<file path="src/logic/cluster_pkg.sv">
/*
 * Cluster control package
 * Sizes, register map, reset constants and shared types
 */
package cluster_pkg;

  // Cluster and bus dimensions
  localparam int unsigned NumCores     = 4;
  localparam int unsigned CoreIdxWidth = (NumCores > 1) ? $clog2(NumCores) : 1;
  localparam int unsigned DataWidth    = 32;
  localparam int unsigned AddrWidth    = 5;

  // Modelled core run time in cycles
  localparam int unsigned WorkCycles  = 8;
  localparam int unsigned RunCntWidth = $clog2(WorkCycles + 1);

  typedef logic [DataWidth-1:0]   data_t;
  typedef logic [AddrWidth-1:0]   addr_t;
  typedef logic [NumCores-1:0]    core_mask_t;
  typedef logic [RunCntWidth-1:0] run_cnt_t;

  // Shared TCDM placement
  localparam data_t TcdmBaseAddr = 32'h1000_0000;
  localparam data_t TcdmSize     = 32'h0001_0000;

  // Register map, byte offsets
  localparam addr_t EocOffset       = 5'h00;
  localparam addr_t WakeUpOffset    = 5'h04;
  localparam addr_t TcdmStartOffset = 5'h08;
  localparam addr_t TcdmEndOffset   = 5'h0C;
  localparam addr_t NumCoresOffset  = 5'h10;
  localparam addr_t DoneOffset      = 5'h14;

  // Reset values of the writable registers
  localparam data_t EocRstVal    = '0;
  localparam data_t WakeUpRstVal = '0;

  // Wake-up value that addresses every core
  localparam data_t WakeAll = '1;

  // Sleep unit states
  typedef enum logic {
    SLEEP,
    RUN
  } core_state_e;

endpackage

</file>
<file path="src/logic/ctrl_registers.sv">
`timescale 1ns/1ns

/*
 * Cluster control register file
 * Plain register bus, wake-up decode and end-of-computation outputs
 */
module ctrl_registers (
  input  logic                    clk_i,
  input  logic                    reset_i,
  input  logic                    req_i,
  input  logic                    we_i,
  input  cluster_pkg::addr_t      addr_i,
  input  cluster_pkg::data_t      wdata_i,
  input  cluster_pkg::core_mask_t done_mask_i,
  output cluster_pkg::data_t      rdata_o,
  output logic                    err_o,
  output cluster_pkg::core_mask_t wake_up_o,
  output cluster_pkg::data_t      eoc_o,
  output logic                    eoc_valid_o
);

  // Writable registers
  cluster_pkg::data_t eoc_q;
  cluster_pkg::data_t wake_up_q;

  // Set for one cycle after an accepted wake-up write
  logic wake_wr_q;

  // Address decode
  logic               hit_eoc;
  logic               hit_wake;
  logic               hit_ro;
  logic               acc_err;
  logic               wr_ok;
  cluster_pkg::data_t rdata_d;

  assign hit_eoc  = (addr_i == cluster_pkg::EocOffset);
  assign hit_wake = (addr_i == cluster_pkg::WakeUpOffset);
  assign hit_ro   = (addr_i == cluster_pkg::TcdmStartOffset) ||
                    (addr_i == cluster_pkg::TcdmEndOffset)   ||
                    (addr_i == cluster_pkg::NumCoresOffset)  ||
                    (addr_i == cluster_pkg::DoneOffset);

  // Unmapped offset, or a write into the read-only part of the map
  assign acc_err = req_i && (!(hit_eoc || hit_wake || hit_ro) || (we_i && hit_ro));
  assign wr_ok   = req_i && we_i && !acc_err;

  // Read data mux
  always_comb begin
    case (addr_i)
      cluster_pkg::EocOffset: begin
        rdata_d = eoc_q;
      end
      cluster_pkg::WakeUpOffset: begin
        rdata_d = wake_up_q;
      end
      cluster_pkg::TcdmStartOffset: begin
        rdata_d = cluster_pkg::TcdmBaseAddr;
      end
      cluster_pkg::TcdmEndOffset: begin
        rdata_d = cluster_pkg::TcdmBaseAddr + cluster_pkg::TcdmSize;
      end
      cluster_pkg::NumCoresOffset: begin
        rdata_d = cluster_pkg::data_t'(cluster_pkg::NumCores);
      end
      cluster_pkg::DoneOffset: begin
        rdata_d = cluster_pkg::data_t'(done_mask_i);
      end
      default: begin
        rdata_d = '0;
      end
    endcase
  end

  // Register writes
  always_ff @(posedge clk_i) begin
    if (reset_i) begin
      eoc_q     <= cluster_pkg::EocRstVal;
      wake_up_q <= cluster_pkg::WakeUpRstVal;
      wake_wr_q <= 1'b0;
    end else begin
      wake_wr_q <= wr_ok && hit_wake;
      if (wr_ok && hit_eoc) begin
        eoc_q <= wdata_i;
      end
      if (wr_ok && hit_wake) begin
        wake_up_q <= wdata_i;
      end
    end
  end

  // Bus response one cycle after the strobe
  always_ff @(posedge clk_i) begin
    if (reset_i) begin
      rdata_o <= '0;
      err_o   <= 1'b0;
    end else begin
      err_o <= acc_err;
      if (req_i && !we_i) begin
        rdata_o <= rdata_d;
      end
    end
  end

  // Wake-up value to one-hot core mask, all ones wakes everybody
  always_comb begin
    wake_up_o = '0;
    if (wake_wr_q) begin
      if (wake_up_q < cluster_pkg::data_t'(cluster_pkg::NumCores)) begin
        wake_up_o[wake_up_q[cluster_pkg::CoreIdxWidth-1:0]] = 1'b1;
      end else if (wake_up_q == cluster_pkg::WakeAll) begin
        wake_up_o = '1;
      end
    end
  end

  // Bit 0 flags a valid result, the rest is the result
  assign eoc_o       = eoc_q >> 1;
  assign eoc_valid_o = eoc_q[0];

  // Wake-up mask only in the cycle after a write to the wake-up register
  a_wake_after_write: assert property (
    @(posedge clk_i) disable iff (reset_i)
    |wake_up_o |-> $past(req_i && we_i && hit_wake)
  );

  // Error response only for a request in the previous cycle
  a_err_after_req: assert property (
    @(posedge clk_i) disable iff (reset_i)
    err_o |-> $past(req_i)
  );

endmodule

</file>
<file path="src/logic/core_sleep_unit.sv">
`timescale 1ns/1ns

/*
 * Core sleep unit
 * Models a core that sleeps, wakes, works a fixed time and reports completion
 */
module core_sleep_unit (
  input  logic clk_i,
  input  logic reset_i,
  input  logic wake_i,
  output logic done_o,
  output logic busy_o
);

  cluster_pkg::core_state_e state_q;
  cluster_pkg::run_cnt_t    cnt_q;

  // One wake-up queued while running
  logic pending_q;

  assign busy_o = (state_q == cluster_pkg::RUN);

  // Last run cycle, done pulses as the core leaves the run
  assign done_o = busy_o &&
                  (cnt_q == cluster_pkg::run_cnt_t'(cluster_pkg::WorkCycles - 1));

  always_ff @(posedge clk_i) begin
    if (reset_i) begin
      state_q   <= cluster_pkg::SLEEP;
      cnt_q     <= '0;
      pending_q <= 1'b0;
    end else begin
      case (state_q)
        cluster_pkg::SLEEP: begin
          if (wake_i) begin
            state_q <= cluster_pkg::RUN;
            cnt_q   <= '0;
          end
        end
        cluster_pkg::RUN: begin
          if (done_o) begin
            cnt_q     <= '0;
            pending_q <= 1'b0;
            // A queued or simultaneous wake-up starts another run
            if (!(pending_q || wake_i)) begin
              state_q <= cluster_pkg::SLEEP;
            end
          end else begin
            cnt_q <= cnt_q + 1'b1;
            if (wake_i) begin
              pending_q <= 1'b1;
            end
          end
        end
        default: begin
          state_q <= cluster_pkg::SLEEP;
        end
      endcase
    end
  end

  // Completion only after at least two cycles of work, never from sleep
  a_done_in_run: assert property (
    @(posedge clk_i) disable iff (reset_i)
    done_o |-> busy_o && $past(busy_o)
  );

  a_cnt_range: assert property (
    @(posedge clk_i) disable iff (reset_i)
    cnt_q <= cluster_pkg::WorkCycles
  );

endmodule

</file>
<file path="src/logic/completion_tracker.sv">
`timescale 1ns/1ns

/*
 * Completion tracker
 * Sticky per-core done mask, cleared when a core is woken again
 */
module completion_tracker (
  input  logic                    clk_i,
  input  logic                    reset_i,
  input  cluster_pkg::core_mask_t wake_i,
  input  cluster_pkg::core_mask_t done_i,
  output cluster_pkg::core_mask_t done_mask_o,
  output logic                    all_done_o
);

  cluster_pkg::core_mask_t mask_q;

  // Wake beats done in the same cycle, since new work has started
  always_ff @(posedge clk_i) begin
    if (reset_i) begin
      mask_q <= '0;
    end else begin
      mask_q <= (mask_q | done_i) & ~wake_i;
    end
  end

  assign done_mask_o = mask_q;
  assign all_done_o  = &mask_q;

  // All done is only reached through a completion pulse
  a_all_done_rise: assert property (
    @(posedge clk_i) disable iff (reset_i)
    $rose(all_done_o) |-> $past(|done_i)
  );

  // Newly set mask bits come from a done pulse of that core
  a_mask_from_done: assert property (
    @(posedge clk_i) disable iff (reset_i)
    (mask_q & ~$past(mask_q) & ~$past(done_i)) == '0
  );

endmodule

</file>
<file path="src/logic/cluster_ctrl_top.sv">
`timescale 1ns/1ns

/*
 * Cluster control top level
 * Register file, per-core sleep units and completion tracker
 */
module cluster_ctrl_top (
  input  logic                    clk_i,
  input  logic                    reset_i,
  // Register bus
  input  logic                    bus_req_i,
  input  logic                    bus_we_i,
  input  cluster_pkg::addr_t      bus_addr_i,
  input  cluster_pkg::data_t      bus_wdata_i,
  output cluster_pkg::data_t      bus_rdata_o,
  output logic                    bus_err_o,
  // Cluster status
  output cluster_pkg::data_t      eoc_o,
  output logic                    eoc_valid_o,
  output cluster_pkg::core_mask_t done_mask_o,
  output cluster_pkg::core_mask_t busy_o,
  output logic                    all_done_o
);

  cluster_pkg::core_mask_t wake_up;
  cluster_pkg::core_mask_t core_done;

  ctrl_registers u_ctrl_registers (
    .clk_i       (clk_i),
    .reset_i     (reset_i),
    .req_i       (bus_req_i),
    .we_i        (bus_we_i),
    .addr_i      (bus_addr_i),
    .wdata_i     (bus_wdata_i),
    .done_mask_i (done_mask_o),
    .rdata_o     (bus_rdata_o),
    .err_o       (bus_err_o),
    .wake_up_o   (wake_up),
    .eoc_o       (eoc_o),
    .eoc_valid_o (eoc_valid_o)
  );

  // One sleep unit per core
  for (genvar i = 0; i < cluster_pkg::NumCores; i++) begin : g_core
    core_sleep_unit u_core (
      .clk_i   (clk_i),
      .reset_i (reset_i),
      .wake_i  (wake_up[i]),
      .done_o  (core_done[i]),
      .busy_o  (busy_o[i])
    );
  end

  completion_tracker u_completion_tracker (
    .clk_i       (clk_i),
    .reset_i     (reset_i),
    .wake_i      (wake_up),
    .done_i      (core_done),
    .done_mask_o (done_mask_o),
    .all_done_o  (all_done_o)
  );

endmodule

</file>
<file path="config.mk">
export PLATFORM = sky130hd
export DESIGN_NAME = cluster_ctrl_top
export DESIGN_NICKNAME = d
export VERILOG_FILES = /design/src/logic/cluster_pkg.sv /design/src/logic/ctrl_registers.sv /design/src/logic/core_sleep_unit.sv /design/src/logic/completion_tracker.sv /design/src/logic/cluster_ctrl_top.sv
export SDC_FILE = /design/constraint.sdc
export NUM_CORES = 1
export LEC_CHECK = 0
export ABC_AREA = 1
export BUFFER_PORTS_ARGS = -buffer_cell sky130_fd_sc_hd__buf_2
export CORE_MARGIN = 1.5
export CORE_UTILIZATION = 35
export CTS_CLUSTER_SIZE = 20
export DETAILED_ROUTE_END_ITERATION = 7
export PLACE_DENSITY = 0.52
export SETUP_SLACK_MARGIN = 0.1
export SLEW_MARGIN = 10
export SYNTH_ARGS = -nofsm -noshare
export SYNTH_HDL_FRONTEND = slang
export SYNTH_HIERARCHICAL = 1
export SYNTH_SLANG_ARGS = --single-unit
</file>
<file path="constraint.sdc">
create_clock -name clk_i -period 1.6 [get_ports clk_i]
set_input_delay 0.24 -clock clk_i [delete_from_list [all_inputs] [get_ports clk_i]]
set_output_delay 0.24 -clock clk_i [all_outputs]
set_load 0.05 [all_outputs]
</file>
; Yosys cells after proc, flatten, opt, wreduce, memory -nomap -nowiden
; Index checks and enable logic that the tools add are counted.
[totals]
register_bits = 126
input_bits = 41
latch_bits = 0
mem_count = 0
mem_bits_rw = 0
rom_bits = 0
[op_classes]
mul = 0
n_eq_ne = 14
magnitude_cmp = 3
n_reduce_logical = 35
n_shift = 0
div_mod_pow = 0
n_addsub = 4
mux = 42
n_bitwise = 7
[ops]
columns = op, count
row1 = one-hot mux 32 bit (6 select lines), 1
row2 = two-way mux 4 bit, 11
row3 = "equality test 32 bit, second input constant", 1
row4 = "less-than comparator 32 x 3 -> 1 bit, second input constant", 1
row5 = one-hot mux 4 bit (2 select lines), 4
row6 = two-way mux 1 bit, 21
row7 = "adder 4 x 1 -> 4 bit, second input constant", 4
row8 = "equality test 4 x 3 -> 1 bit, second input constant", 4
row9 = logical AND 1 bit, 12
row10 = "equality test 5 x 4 -> 1 bit, second input constant", 2
row11 = "equality test 5 bit, second input constant", 2
row12 = logical OR 1 bit, 10
row13 = "inequality test 2 x 1 -> 1 bit, second input constant", 4
row14 = one-hot mux 1 bit (2 select lines), 4
row15 = AND reduction 2 bit, 4
row16 = nonzero test 2 bit, 4
row17 = "equality test 5 x 3 -> 1 bit, second input constant", 1
row18 = logical NOT 5 bit, 1
row19 = AND 4 bit, 1
row20 = inverter 1 bit, 4
row21 = inverter 4 bit, 1
row22 = OR 4 bit, 1
row23 = AND reduction 4 bit, 1
row24 = logical NOT 1 bit, 3
row25 = other kinds (3), 3

; Longest topological paths before layout
; Gate-level depths: netlist of run 1.
[depth]
depth_word = 11
ltp_mapped = 12
ltp_nobuf = 12

; By module
; Netlist of run 1, hierarchy kept.
[modules_own_cells]
columns = mod, cells_each, n_inst, area_per_inst_um2
row1 = ctrl_registers, 587, 1, 4156.5
row2 = core_sleep_unit, 37, 4, 274.0
row3 = completion_tracker, 24, 1, 162.7

; Least setup slack after synthesis of run 1
; No wires, ideal clock.
[synth_timing]
path_kind = register to output
startpoint = register u_completion_tracker.mask_q[1], in the netlist u_completion_tracker/done_mask_o[1]
endpoint = output all_done_o
arrival_ps = 1423
t_required_ps = 1360
setup_slack_ps = -63
path_stages_with_launch = 3
path_cell_list = dfxtp_1 -> nand2_1 -> nor2_1
[synth_via]
elab_chain_cells = 1
[synth_lines]
columns = item, line_no
row1 = start: declaration, completion_tracker.sv:16  ; cluster_pkg::core_mask_t mask_q;
row2 = start signal: assignment, completion_tracker.sv:23  ; mask_q <= (mask_q | done_i) & ~wake_i;
row3 = AND reduction 4 bit, completion_tracker.sv:28  ; assign all_done_o = &mask_q;
row4 = end: declaration, cluster_ctrl_top.sv:22  ; output logic all_done_o
; Every way passes these cells.

; Worst setup path in the final report of run 1
[layout_timing]
startpoint = register u_ctrl_registers.wake_up_q[19]
endpoint = register g_core[3].u_core.cnt_q[3]
[layout_via]
elab_chain_cells = 5
[layout_lines]
columns = item, line_no
row1 = start: declaration, ctrl_registers.sv:24  ; cluster_pkg::data_t wake_up_q;
row2 = start signal: assignment, ctrl_registers.sv:79  ; wake_up_q <= cluster_pkg::WakeUpRstVal;
row3 = start signal: assignment, ctrl_registers.sv:87  ; wake_up_q <= wdata_i;
row4 = "parallel branches: the longest is 2 deep, another holds less-than comparator 32 x 3 -> 1 bit", --
row5 = two-way mux 4 bit (*), ctrl_registers.sv:109  ; if (wake_up_q < cluster_pkg::data_t'(cluster_pkg::NumCores)) begin
row6 = two-way mux 4 bit (*), ctrl_registers.sv:108  ; if (wake_wr_q) begin
row7 = via wake_up[3], cluster_ctrl_top.sv:25  ; cluster_pkg::core_mask_t wake_up;
row8 = inequality test 2 x 1 -> 1 bit (no source line) (*), --
row9 = end signal: assignment, core_sleep_unit.sv:49  ; cnt_q <= cnt_q + 1'b1;
row10 = end signal: assignment, core_sleep_unit.sv:70  ; cnt_q <= cluster_pkg::WorkCycles
row11 = end: declaration, core_sleep_unit.sv:16  ; cluster_pkg::run_cnt_t cnt_q;
; Mark *: on every way through the listed nets, which the timed path passes.
; A chain may end at the register's enable or synchronous reset.

==> metrics list, run 1 <==
- For this configuration, the core starts out at a cell density of 35.75%.
- Worst path setup slack after routing: -22.79 ps
- For this block, the initial DRC count from the detailed router was 290.
- The tree is rooted in a clkbuf_16.
- The routed layout has 5351 vias.
- STA classifies the critical path startpoint as a flop.
- The mapped netlist covers 0.005415 mm2.
- Clk buf depth: 2
- Crit-path cells: nand4_1, nor3_2, nand2_1, nand2_2, nand2_4, nor2_2, buf_6, nor2_4, nand2_2, a21oi_2
* H-tree depth reported by CTS: 4
- Largest net degree at the start of global routing: 33
- Worst-path clk slew: 50 ps
- Number of buffers inserted for hold repair after clock tree synthesis: 0
* Crit-path most repeated cell: nand2_2
* Most common cell after layout, fill and taps aside: nand2_1
- Stage delay of the slowest cell on the critical path: 340 ps
* CTS tree: yes
- Max-Cap Viols: 0
* Post-layout net count: 956
- Buffers inserted during clock tree synthesis total 17.
- Detailed placement ended at an HPWL of 11120 um.
- In this run the cell area measured after placement is 0.006472 mm2.
* Delay-heaviest family, CP: simple AND/OR/NAND/NOR gates
* Fin crit share: 101.4%
* Antenna violation net count after detailed routing: 0
- The tightest min-delay check is of the in -> reg type.
* Die extent in x: 127.4 um
* Number of search-and-repair iterations in the first detailed-routing pass: 5
- Largest driver fanout on the critical path: 5
- Setup repair after global routing could not meet its margin everywhere.
- Placement-stage worst setup slack: -272.0 ps
- STA classifies the critical path endpoint as a flop.
* Data required time of the critical path: 1890 ps
- Violated checks: setup timing
- After detailed routing, the number of vias per cell comes to 4.803.
- Final critical path time including I/O delays and setup: 1623 ps
- Final setup vio count: 9
* Quantity of I/O buffers inserted on ports: 114
* Routed Wire Length: 15700 um
* Maximum achievable frequency: 616.2 MHz
- Leakage power figure: 3.075 nW
* # DRC: 0
- After synthesis the netlist holds a flip-flop and latch count of 126.
* Share of cells above drive strength 1: 30.19%
* Max Clock Skew: 7.009 ps
- The floorplan step defined a core boundary enclosing 0.01515 mm2.
* Warnings from Yosys: 6
- The sequential cells in the finished layout cover a total of 0.002547 mm2.
- Synthesized instance count: 759
- Hold violation total from the final report: 0
- Die area: 0.01623 mm2
- The filler cells instantiated in the layout total 1556.
- Area growth, synth to finish: 33.32%
* Num rows: 45
- Worst EP arrival: 1910 ps
* Placed cells: 1077
- Setup slack on the worst flop-to-flop path: -20 ps
- At the end of routability-driven placement, the weighted congestion stood at 0.8041.
- The library cells used most frequently in the layout, excluding fill and tap cells, are nand2_1, buf_2, dfxtp_1.
* Number of antenna violations at the first check in global routing: 2
* Global route overflow: 0
- After detailed routing, the average wire length per cell comes to 14.09 um.
* Start-to-end type of the worst setup path: reg -> reg
- The slowest stage of the critical path is the dfxtp_2 cell.
- The share of the Yosys chip area taken by registers is 46.58%.
- Number of buffer and inverter instances along the worst setup path: 1
- For the final routed database, the setup TNS stands at -102.6 ps.
- Total area of multi-input combinational cells: 0.002613 mm2
- Hold timing on the final database bottoms out at a slack of 63.24 ps.
- The run finished, with violations left.
- Post-synth cell types: 29
- For this design the top-level I/O count stands at 116.
* Avg Cell Area, Syn: 7.135 um2
- Once layout is done, the placed cells without fillers occupy 0.007219 mm2.
- First-pass GRT wire length: 25380 um
* Clock Latency Late Sink: 420 ps
- Vias in the first global route: 5143
* CTS Sinks: 126
* Pwr Density: 993.7 mW/mm2
* Floorplan die height: 127.4 um
* Number of pins with negative max-slew slack in the final report: 0
- The number of nets handed over by synthesis was 804.
* Aggregate global-route resource usage: 20.01%
* Maximum vdd ir drop: 0.0007039 V
- Final instance count without filler cells: 1114
==> cells by family (layout without fill, tap and decap cells) <==
group	count (synthesis)	in the layout	share of synthesized area (%)
AO/OA/AOI/OAI	190	190	17.88
flip-flops	126	126	46.58
buffers and inverters	99	264	7.532
other	1	3	0.06925
adder cells (fa/ha/maj)	4	4	0.9243
AND/OR/NAND/NOR	339	339	27.01
==> cells in the mapped netlist <==
master    number  area share [%]
a21oi_1       86             7.9
a21oi_2        4            0.65
and2_1         1            0.12
buf_1          1           0.069
buf_2          7            0.65
buf_4          1            0.14
buf_6          3            0.62
clkbuf_1      21             1.5
clkbuf_2       1           0.092
conb_1         1           0.069
dfxtp_1      126              47
ha_1           4            0.92
inv_1         58             4.0
inv_2          7            0.49
nand2_1      169              12
nand2_4        1            0.21
nand3_1       17             1.6
nand3_2        4            0.74
nand4_1       12             1.4
nand4_2        1            0.23
nor2_1       107             7.4
nor2_2         8            0.92
nor2_4         4            0.83
nor2_8         1            0.37
nor3_1        13             1.2
nor3_4         1            0.30
o211ai_1       1            0.14
o21ai_0       94             8.7
o21ai_1        5            0.46
==> tightest hold or removal path: stages <==
cell and delay [ps]:
buf_2 80, nor2_1 40, nor2_1 80
==> flip-flops by register name, indices dropped and copies added, names as in the netlist <==
register,count
u_ctrl_registers/rdata_o,32
u_ctrl_registers/err_o,1
g_core.u_core/cnt_q,16
u_completion_tracker/done_mask_o,4
u_ctrl_registers/wake_up_q,32
g_core.u_core/pending_q,4
g_core.u_core/busy_o,4
u_ctrl_registers/eoc_q,32
u_ctrl_registers/wake_wr_q,1
==> path summary, 6_finish.rpt <==
path                                                      from  depth (start not counted)                             end
worst max-delay path            u_ctrl_registers/wake_up_q[19]                         10       g_core[3].u_core/cnt_q[3]
worst min-delay path                           bus_wdata_i[16]                          3  u_ctrl_registers/wake_up_q[16]
worst max register to register  u_ctrl_registers/wake_up_q[19]                         10       g_core[3].u_core/cnt_q[3]
worst min register to register     u_ctrl_registers/rdata_o[3]                          2     u_ctrl_registers/rdata_o[3]
==> routing by layer <==
layer,GRT usage (%),part of all wire [%]
met3,5.570,5.1
met1,25.11,47
met2,33.00,47
met4,7.019,1.5
met5,0,0
==> area by class of cell <==
type / instances / area share (%)
antenna: 2 / 0.06932
clock buffer: 26 / 6.915
clock inverter: 6 / 0.7972
inverter: 65 / 3.380
multi-input combinational: 534 / 36.19
sequential: 126 / 35.29
tap: 188 / 3.258
timing repair buffer: 167 / 14.11
==> stage by stage <==
stage	power, mW	util, %
floorplan	3.421	-
global placement	3.581	42.73
detailed placement	3.582	42.73
CTS	7.236	46.85
global route	7.461	47.65
finish	7.174	47.67
==> repair_timing <==
| action | CTS | global route |
|---|---|---|
| pin swaps | 8 | 18 |
| setup buffers | 2 | 1 |
| gates resized for setup | 19 | 44 |
| endpoints found under the setup margin | 29 | 31 |
| cloned | 0 | 0 |
| endpoints found under the hold margin | 0 | 0 |
==> power breakdown <==
part	total, mW	leakage [nW]	switching [mW]	internal, mW
registers	3.17	1.03	0.0103	3.15
clock network	3.64	0.274	1.35	2.29
logic	0.369	1.78	0.254	0.115
Power figures use the tool's default switching activity.
==> run 2: changes to the inputs <==
--- a/config.mk
+++ b/config.mk
@@ -11,7 +11,7 @@
 export CORE_UTILIZATION = 35
 export CTS_CLUSTER_SIZE = 20
 export DETAILED_ROUTE_END_ITERATION = 7
-export PLACE_DENSITY = 0.52
+export PLACE_DENSITY = 0.54
 export SETUP_SLACK_MARGIN = 0.1
 export SLEW_MARGIN = 10
 export SYNTH_ARGS = -nofsm -noshare
==> constraint.sdc (replaced) <==
create_clock -name clk_i -period 1.4 [get_ports clk_i]
set_input_delay 0.21 -clock clk_i [delete_from_list [all_inputs] [get_ports clk_i]]
set_output_delay 0.21 -clock clk_i [all_outputs]
set_load 0.05 [all_outputs]
==> run 2 against run 1 <==
  * The run still ends with setup timing left
  * Combinational power increased by 25%
  * Register-to-register slack got worse by 170 ps
  * Flip-flop and latch count unchanged
  * Critical path type unchanged
  * Largest power group unchanged
==> metrics list, run 2 (synthesis gave the netlist of run 1 again) <==
- In this run the tool buffered the top-level ports with 114 buffer cells.
- Number of inserted filler cells in the final layout: 1534
- The count of nets left with antenna violations once routing finished came out at 0.
- CTS Sinks: 126
- By startpoint and endpoint, the worst setup path is classified as reg -> reg.
- STA classifies the critical path startpoint as a flop.
* Num rows: 45
- For the finished layout, the period the worst path requires is 1591 ps.
- Worst EP arrival: 1920 ps
- Global route overflow: 0
- Once the floorplan was initialized, standard cells occupied 35.75% of the core.
- The first routing iteration left 248 violations.
- Maximum vdd ir drop: 0.0007192 V
- In this run the number of H-tree levels came out at 4.
- Commonest non-fill, non-tap cells in the layout: nand2_1, dfxtp_1, buf_2
* R2R depth: 10
- After clock tree synthesis, the clock-pin slew on the worst setup and hold paths is 60 ps.
- Die area: 0.01623 mm2
- Setup repair after global routing missed its margin: true
- Outcome: finished, violations left
* Aggregate global-route resource usage: 19.56%
* Number of search-and-repair iterations in the first detailed-routing pass: 4
* Root buffer selected by CTS: clkbuf_16
* Data required time of the critical path: 1730 ps
- Routed Wire Length: 15160 um
- Setup violations remaining at the end of the flow were counted as 28.
- Worst Hold Depth: 3
- Max Clock Skew: 9.637 ps
- TritonCTS buffer count: 17
- The tool flagged a number of max-cap violations equal to 0.
- CTS tree: yes
- The clock passes through at most 2 buffers.
- Vias post-DR: 5370
- Placeable core area: 0.01515 mm2
* Share of cells above drive strength 1: 31.52%
- After layout, the worst setup slack is -190.8 ps.
- The number of max-slew violations in the final report was 0.
- Along the worst path, the maximum fanout reaches 5.
* Post-layout total power: 8.434 mW
* Post-Route Setup TNS: -4260 ps
- Die extent in x: 127.4 um
- Largest registers: u_ctrl_registers/eoc_q x32, u_ctrl_registers/rdata_o x32, u_ctrl_registers/wake_up_q x32
- First-pass GRT wire length: 24910 um
- The total count of hold-check failures in the final report was 0.
- The worst setup path is captured at a flop.
- Number of buffers inserted for hold repair after clock tree synthesis: 0
* # DRC: 0
- The via count of the first global-routing pass was 5094.
- Of the available clock period, the critical path in the final layout requires 113.6%.
- Post-layout net count: 970
- Detail-routed net length per standard cell: 13.47 um
- In this run the worst hold path is classified as in -> reg.
* Pwr Density: 1130 mW/mm2
- In this run the vertical extent of the chip is 127.4 um.
* Maximum achievable frequency: 628.6 MHz
- Once detailed placement completed, the half-perimeter wirelength came to 11040 um.
- From synthesis to final layout, the design area changed by 37.78%.
- Number of antenna violations at the first check in global routing: 2
* Via-per-instance ratio: 4.773
- Largest net degree at the start of global routing: 39
- Leakage power figure: 3.172 nW
- 116 I/O pins were placed.
- At the later pin of the worst-skew pair, clock insertion delay measures 420 ps.
* Most common cell after layout, fill and taps aside: nand2_1
* Routability congestion estimate: 0.7755
- The checks that failed: setup timing.
-- run 2: cell count changes in the layout (fill, tap and decap cells not counted), sizes merged --
cell	change
clkbuf	+2
clkinv	-1
diode	-1
bufinv	+1
buf	+10
-- run 2: final timing paths --
check,slack (ps),end,start
worst max-delay path,-190,g_core[3].u_core/busy_o,u_ctrl_registers/wake_up_q[4]
worst min-delay path,30,u_ctrl_registers/wake_up_q[21],bus_wdata_i[21]
worst max register to register,-190,g_core[3].u_core/busy_o,u_ctrl_registers/wake_up_q[4]
worst min register to register,460,u_ctrl_registers/rdata_o[29],u_ctrl_registers/rdata_o[29]
-- run 2: what timing repair did --
action	in CTS	in global routing
setup buffers	3	2
gates resized for setup	36	28
endpoints found under the setup margin	39	35
pin swaps	11	16
-- run 2: critical path, cell delays in order, from the launching register on --
cell and delay, ps:
dfxtp_2 360, nand2_2 60, nor2_2 120, nand2_1 80, nor3_2 140, nand2_1 120
nand2_2 100, nand2_4 100, nor2_4 190, nor3_1 80, nor3_1 160
-- run 2: routing by layer --
layer	track usage [%]	vias to the layer above	wire [um]
met1	24.89	2436	7279
met2	31.61	105	6907
met5	0	-	7
met3	5.570	23	693
met4	7.219	2	270
li1	-	2804	-
-- run 2: cell type report --
| type | instances | area [um2] | area share, % |
|---|---|---|---|
| antenna | 1 | 2.502 | 0.03354 |
| clock inverter | 6 | 82.58 | 1.107 |
| inverter | 65 | 244.0 | 3.270 |
| timing repair buffer | 181 | 1177 | 15.78 |
| multi-input combinational | 534 | 2666 | 35.74 |
| clock buffer | 24 | 501.7 | 6.725 |
| tap | 188 | 235.2 | 3.153 |
| sequential | 126 | 2551 | 34.19 |
-- run 2: where the power goes --
| group | internal (mW) | switching, mW |
|---|---|---|
| Sequential | 3.60 | 0.0117 |
| Combinational | 0.158 | 0.304 |
| Clock | 2.83 | 1.54 |
| Total | 6.58 | 1.85 |
-- run 2: stage by stage --
step | instance area (um2) | instances | utilization, % | worst slack (ps) | hold WS [ps]
floorplan | 5493 | 759 | - | 7.211 | 272.4
global placement | 6663 | 1089 | 43.99 | -322.1 | 450.0
detailed placement | 6663 | 1089 | 43.99 | -326.3 | 452.4
CTS | 7352 | 1122 | 48.54 | -188.6 | 15.16
global route | 7461 | 1125 | 49.26 | -316.1 | 27.66
finish | 7461 | 1125 | 49.26 | -190.8 | 34.69
==> run 3: changes to the inputs <==
--- a/config.mk
+++ b/config.mk
@@ -11,7 +11,7 @@
 export CORE_UTILIZATION = 35
 export CTS_CLUSTER_SIZE = 20
 export DETAILED_ROUTE_END_ITERATION = 7
-export PLACE_DENSITY = 0.54
+export PLACE_DENSITY = 0.52
 export SETUP_SLACK_MARGIN = 0.1
 export SLEW_MARGIN = 10
 export SYNTH_ARGS = -nofsm -noshare
==> constraint.sdc (replaced) <==
create_clock -name clk_i -period 1.65 [get_ports clk_i]
set_input_delay 0.2475 -clock clk_i [delete_from_list [all_inputs] [get_ports clk_i]]
set_output_delay 0.2475 -clock clk_i [all_outputs]
set_load 0.05 [all_outputs]
==> run 3 against run 2 <==
  * First-iteration DRC count grew 21%
  * Critical path type unchanged
  * The run now ends clean
  * Die area did not move
  * Global-route usage up 0.10 points
  * Highest routed layer is now met4
  * Cell count shrank 1.2%
  * Core utilization fell by 0.55 points
  * Critical endpoint is now g_core[2].u_core/cnt_q[1]
  * Clock power is 10% lower
==> metrics list, run 3 (synthesis gave the netlist of run 1 again) <==
* Setup repair after global routing missed its margin: true
* Placeable core area: 0.01515 mm2
- Number of buffers inserted for hold repair after clock tree synthesis: 0
* Data required time of the critical path: 1940 ps
* Ant. Diodes: 0
- The critical path goes through nor2_1, nand4_1, nor2_2, nand2_4, nand2_4, nand2_8, nor2_4, buf_6, nor2_4, nand2_1, a21oi_1.
- Number of search-and-repair iterations in the first detailed-routing pass: 7
- Across every metal layer, demand over resource in global routing totals 19.67%.
- Starting density of the core: 35.75%
- After detailed placement, the total cell area comes to 0.006477 mm2.
- The floorplan step set the die width to 127.4 um.
- Delay-heaviest family, CP: simple AND/OR/NAND/NOR gates
- CTS saw 126 sinks.
* TritonCTS buffer count: 17
* Placed cells: 1076
- The tool flagged a number of max-cap violations equal to 0.
- The worst path in the final design needs a cycle of 1633 ps, including I/O delays and setup.
- Wires add up to 15690 um.
- Together, buffers and inverters on the worst path number 1.
* Area growth, synth to finish: 36.23%
- Post-layout net count: 955
- In this run the worst path has a maximum fanout of 5.
- Setup crit end kind: flop
- Leakage power figure: 3.123 nW
- Cells with a size suffix above 1 make up 30.99% of the layout.
* Placement-stage worst setup slack: -235.4 ps
- Total area of multi-input combinational cells: 0.002706 mm2
- Number of antenna violations at the first check in global routing: 0
- The worst hold path belongs to the class in -> reg.
- The die covers 0.01623 mm2.
- In this design, the stage delay of the slowest critical-path cell is 320 ps.
- In the routed layout, each cell is associated on average with a via count of 4.885.
- Registers take 0.002541 mm2.
* Final setup vio count: 0
- STA classifies the critical path startpoint as a flop.
- Counting along the longest clock path gives a buffer depth of 2.
- Hold timing on the final database bottoms out at a slack of 72.92 ps.
* Vias post-DR: 5427
- Crit path max-delay cell type: dfxtp_2
* Worst-path clk slew: 50 ps
* Worst EP arrival: 1920 ps
* Vias in the first global route: 5083
* H-tree depth reported by CTS: 4
- For the final database, setup skew stands at 7.140 ps.
* Root buffer selected by CTS: clkbuf_16
- In the routed design, unresolved DRC markers number 0.
- The finished cells cover 0.007377 mm2.
- For this design the ratio of total power to cell area is 999.3 mW/mm2.
- The largest registers in the layout are u_ctrl_registers/eoc_q x32, u_ctrl_registers/rdata_o x32, u_ctrl_registers/wake_up_q x32.
- Number of pins with negative max-slew slack in the final report: 0
* Largest net degree at the start of global routing: 33
- The top cell types in the final layout, fill and taps aside, are nand2_1, buf_2, dfxtp_1.
* Most common cell after layout, fill and taps aside: nand2_1
* Detailed-placement wirelength estimate: 11040 um
- First-pass GRT wire length: 25030 um
* Initial DRC Count: 301
- Clock Latency Late Sink: 420 ps
- The worst-case IR drop observed on VDD is 0.0006817 V.
- In the final routed layout, each cell accounts on average for 14.12 um.
* CTS tree: yes
- Floorplan die height: 127.4 um
- Quantity of I/O buffers inserted on ports: 114
- Maximum achievable frequency: 612.2 MHz
- In the finished design, the share of the clock period the worst path needs comes to 99.00%.
* Worst path setup slack after routing: 16.53 ps
- Summed over all failing endpoints, the final setup total negative slack is 0 ps.
- Num rows: 45
- The detail route stage leaves a number of antenna-violating nets equal to 0.
- Global route overflow: 0
- The layout has 1530 filler cells.
- Start-to-end type of the worst setup path: reg -> reg
* Count of pins on the block boundary: 116
- The run finished with clean final reports.
- The total count of hold-check failures in the final report was 0.
- Routability congestion estimate: 0.8015
- Final instance count without filler cells: 1111
-- run 3: cell count changes in the layout (fill, tap and decap cells not counted), moves of 3 or more --
cell / change
buf_2: +11
buf_4: -19
clkbuf_4: -5
dfxtp_4: -4
nor2_2: +3
dfxtp_2: +4
-- run 3: layout make-up --
type	instances	share of cell area, %
inverter	65	3.307
timing repair buffer	166	13.84
multi-input combinational	534	36.69
sequential	126	34.45
clock buffer	23	6.750
tap	188	3.189
clock inverter	9	1.781
-- run 3: worst paths after layout --
kind | cells after the start | end | startpoint | slack (ps)
max | 11 | g_core[2].u_core/cnt_q[1] | u_ctrl_registers/wake_up_q[9] | 20
min | 3 | u_ctrl_registers/wake_up_q[16] | bus_wdata_i[16] | 70
max reg2reg | 11 | g_core[2].u_core/cnt_q[1] | u_ctrl_registers/wake_up_q[9] | 20
min reg2reg | 2 | u_ctrl_registers/rdata_o[3] | u_ctrl_registers/rdata_o[3] | 460
-- run 3: power by group --
part | switching (mW) | internal [mW]
combinational | 0.264 | 0.119
sequential | 0.00970 | 3.06
clock | 1.35 | 2.57
-- run 3: metrics by stage --
stage	utilization, %	total power, mW
2_1_floorplan	-	3.317
3_3_place_gp	42.77	3.474
3_5_place_dp	42.77	3.478
4_1_cts	47.20	7.439
5_1_grt	48.71	7.642
6_report	48.71	7.372
-- run 3: worst min-delay path, stage by stage --
cell and delay, ps:
buf_2 90, nor2_1 40, nor2_1 80
-- run 3: what timing repair did --
action / in CTS / in global routing
resized for setup: 15 / 64
setup endpoints to repair: 29 / 30
setup buffers: 1 / 2
pin swaps: 7 / 42
-- run 3: routing by layer --
layer | GRT usage, % | up-vias | share of wire [%]
met5 | 0 | - | 0
met4 | 7.286 | 0 | 1.2
met3 | 5.151 | 15 | 5.1
met2 | 32.18 | 121 | 47
met1 | 24.96 | 2520 | 47
li1 | - | 2771 | -
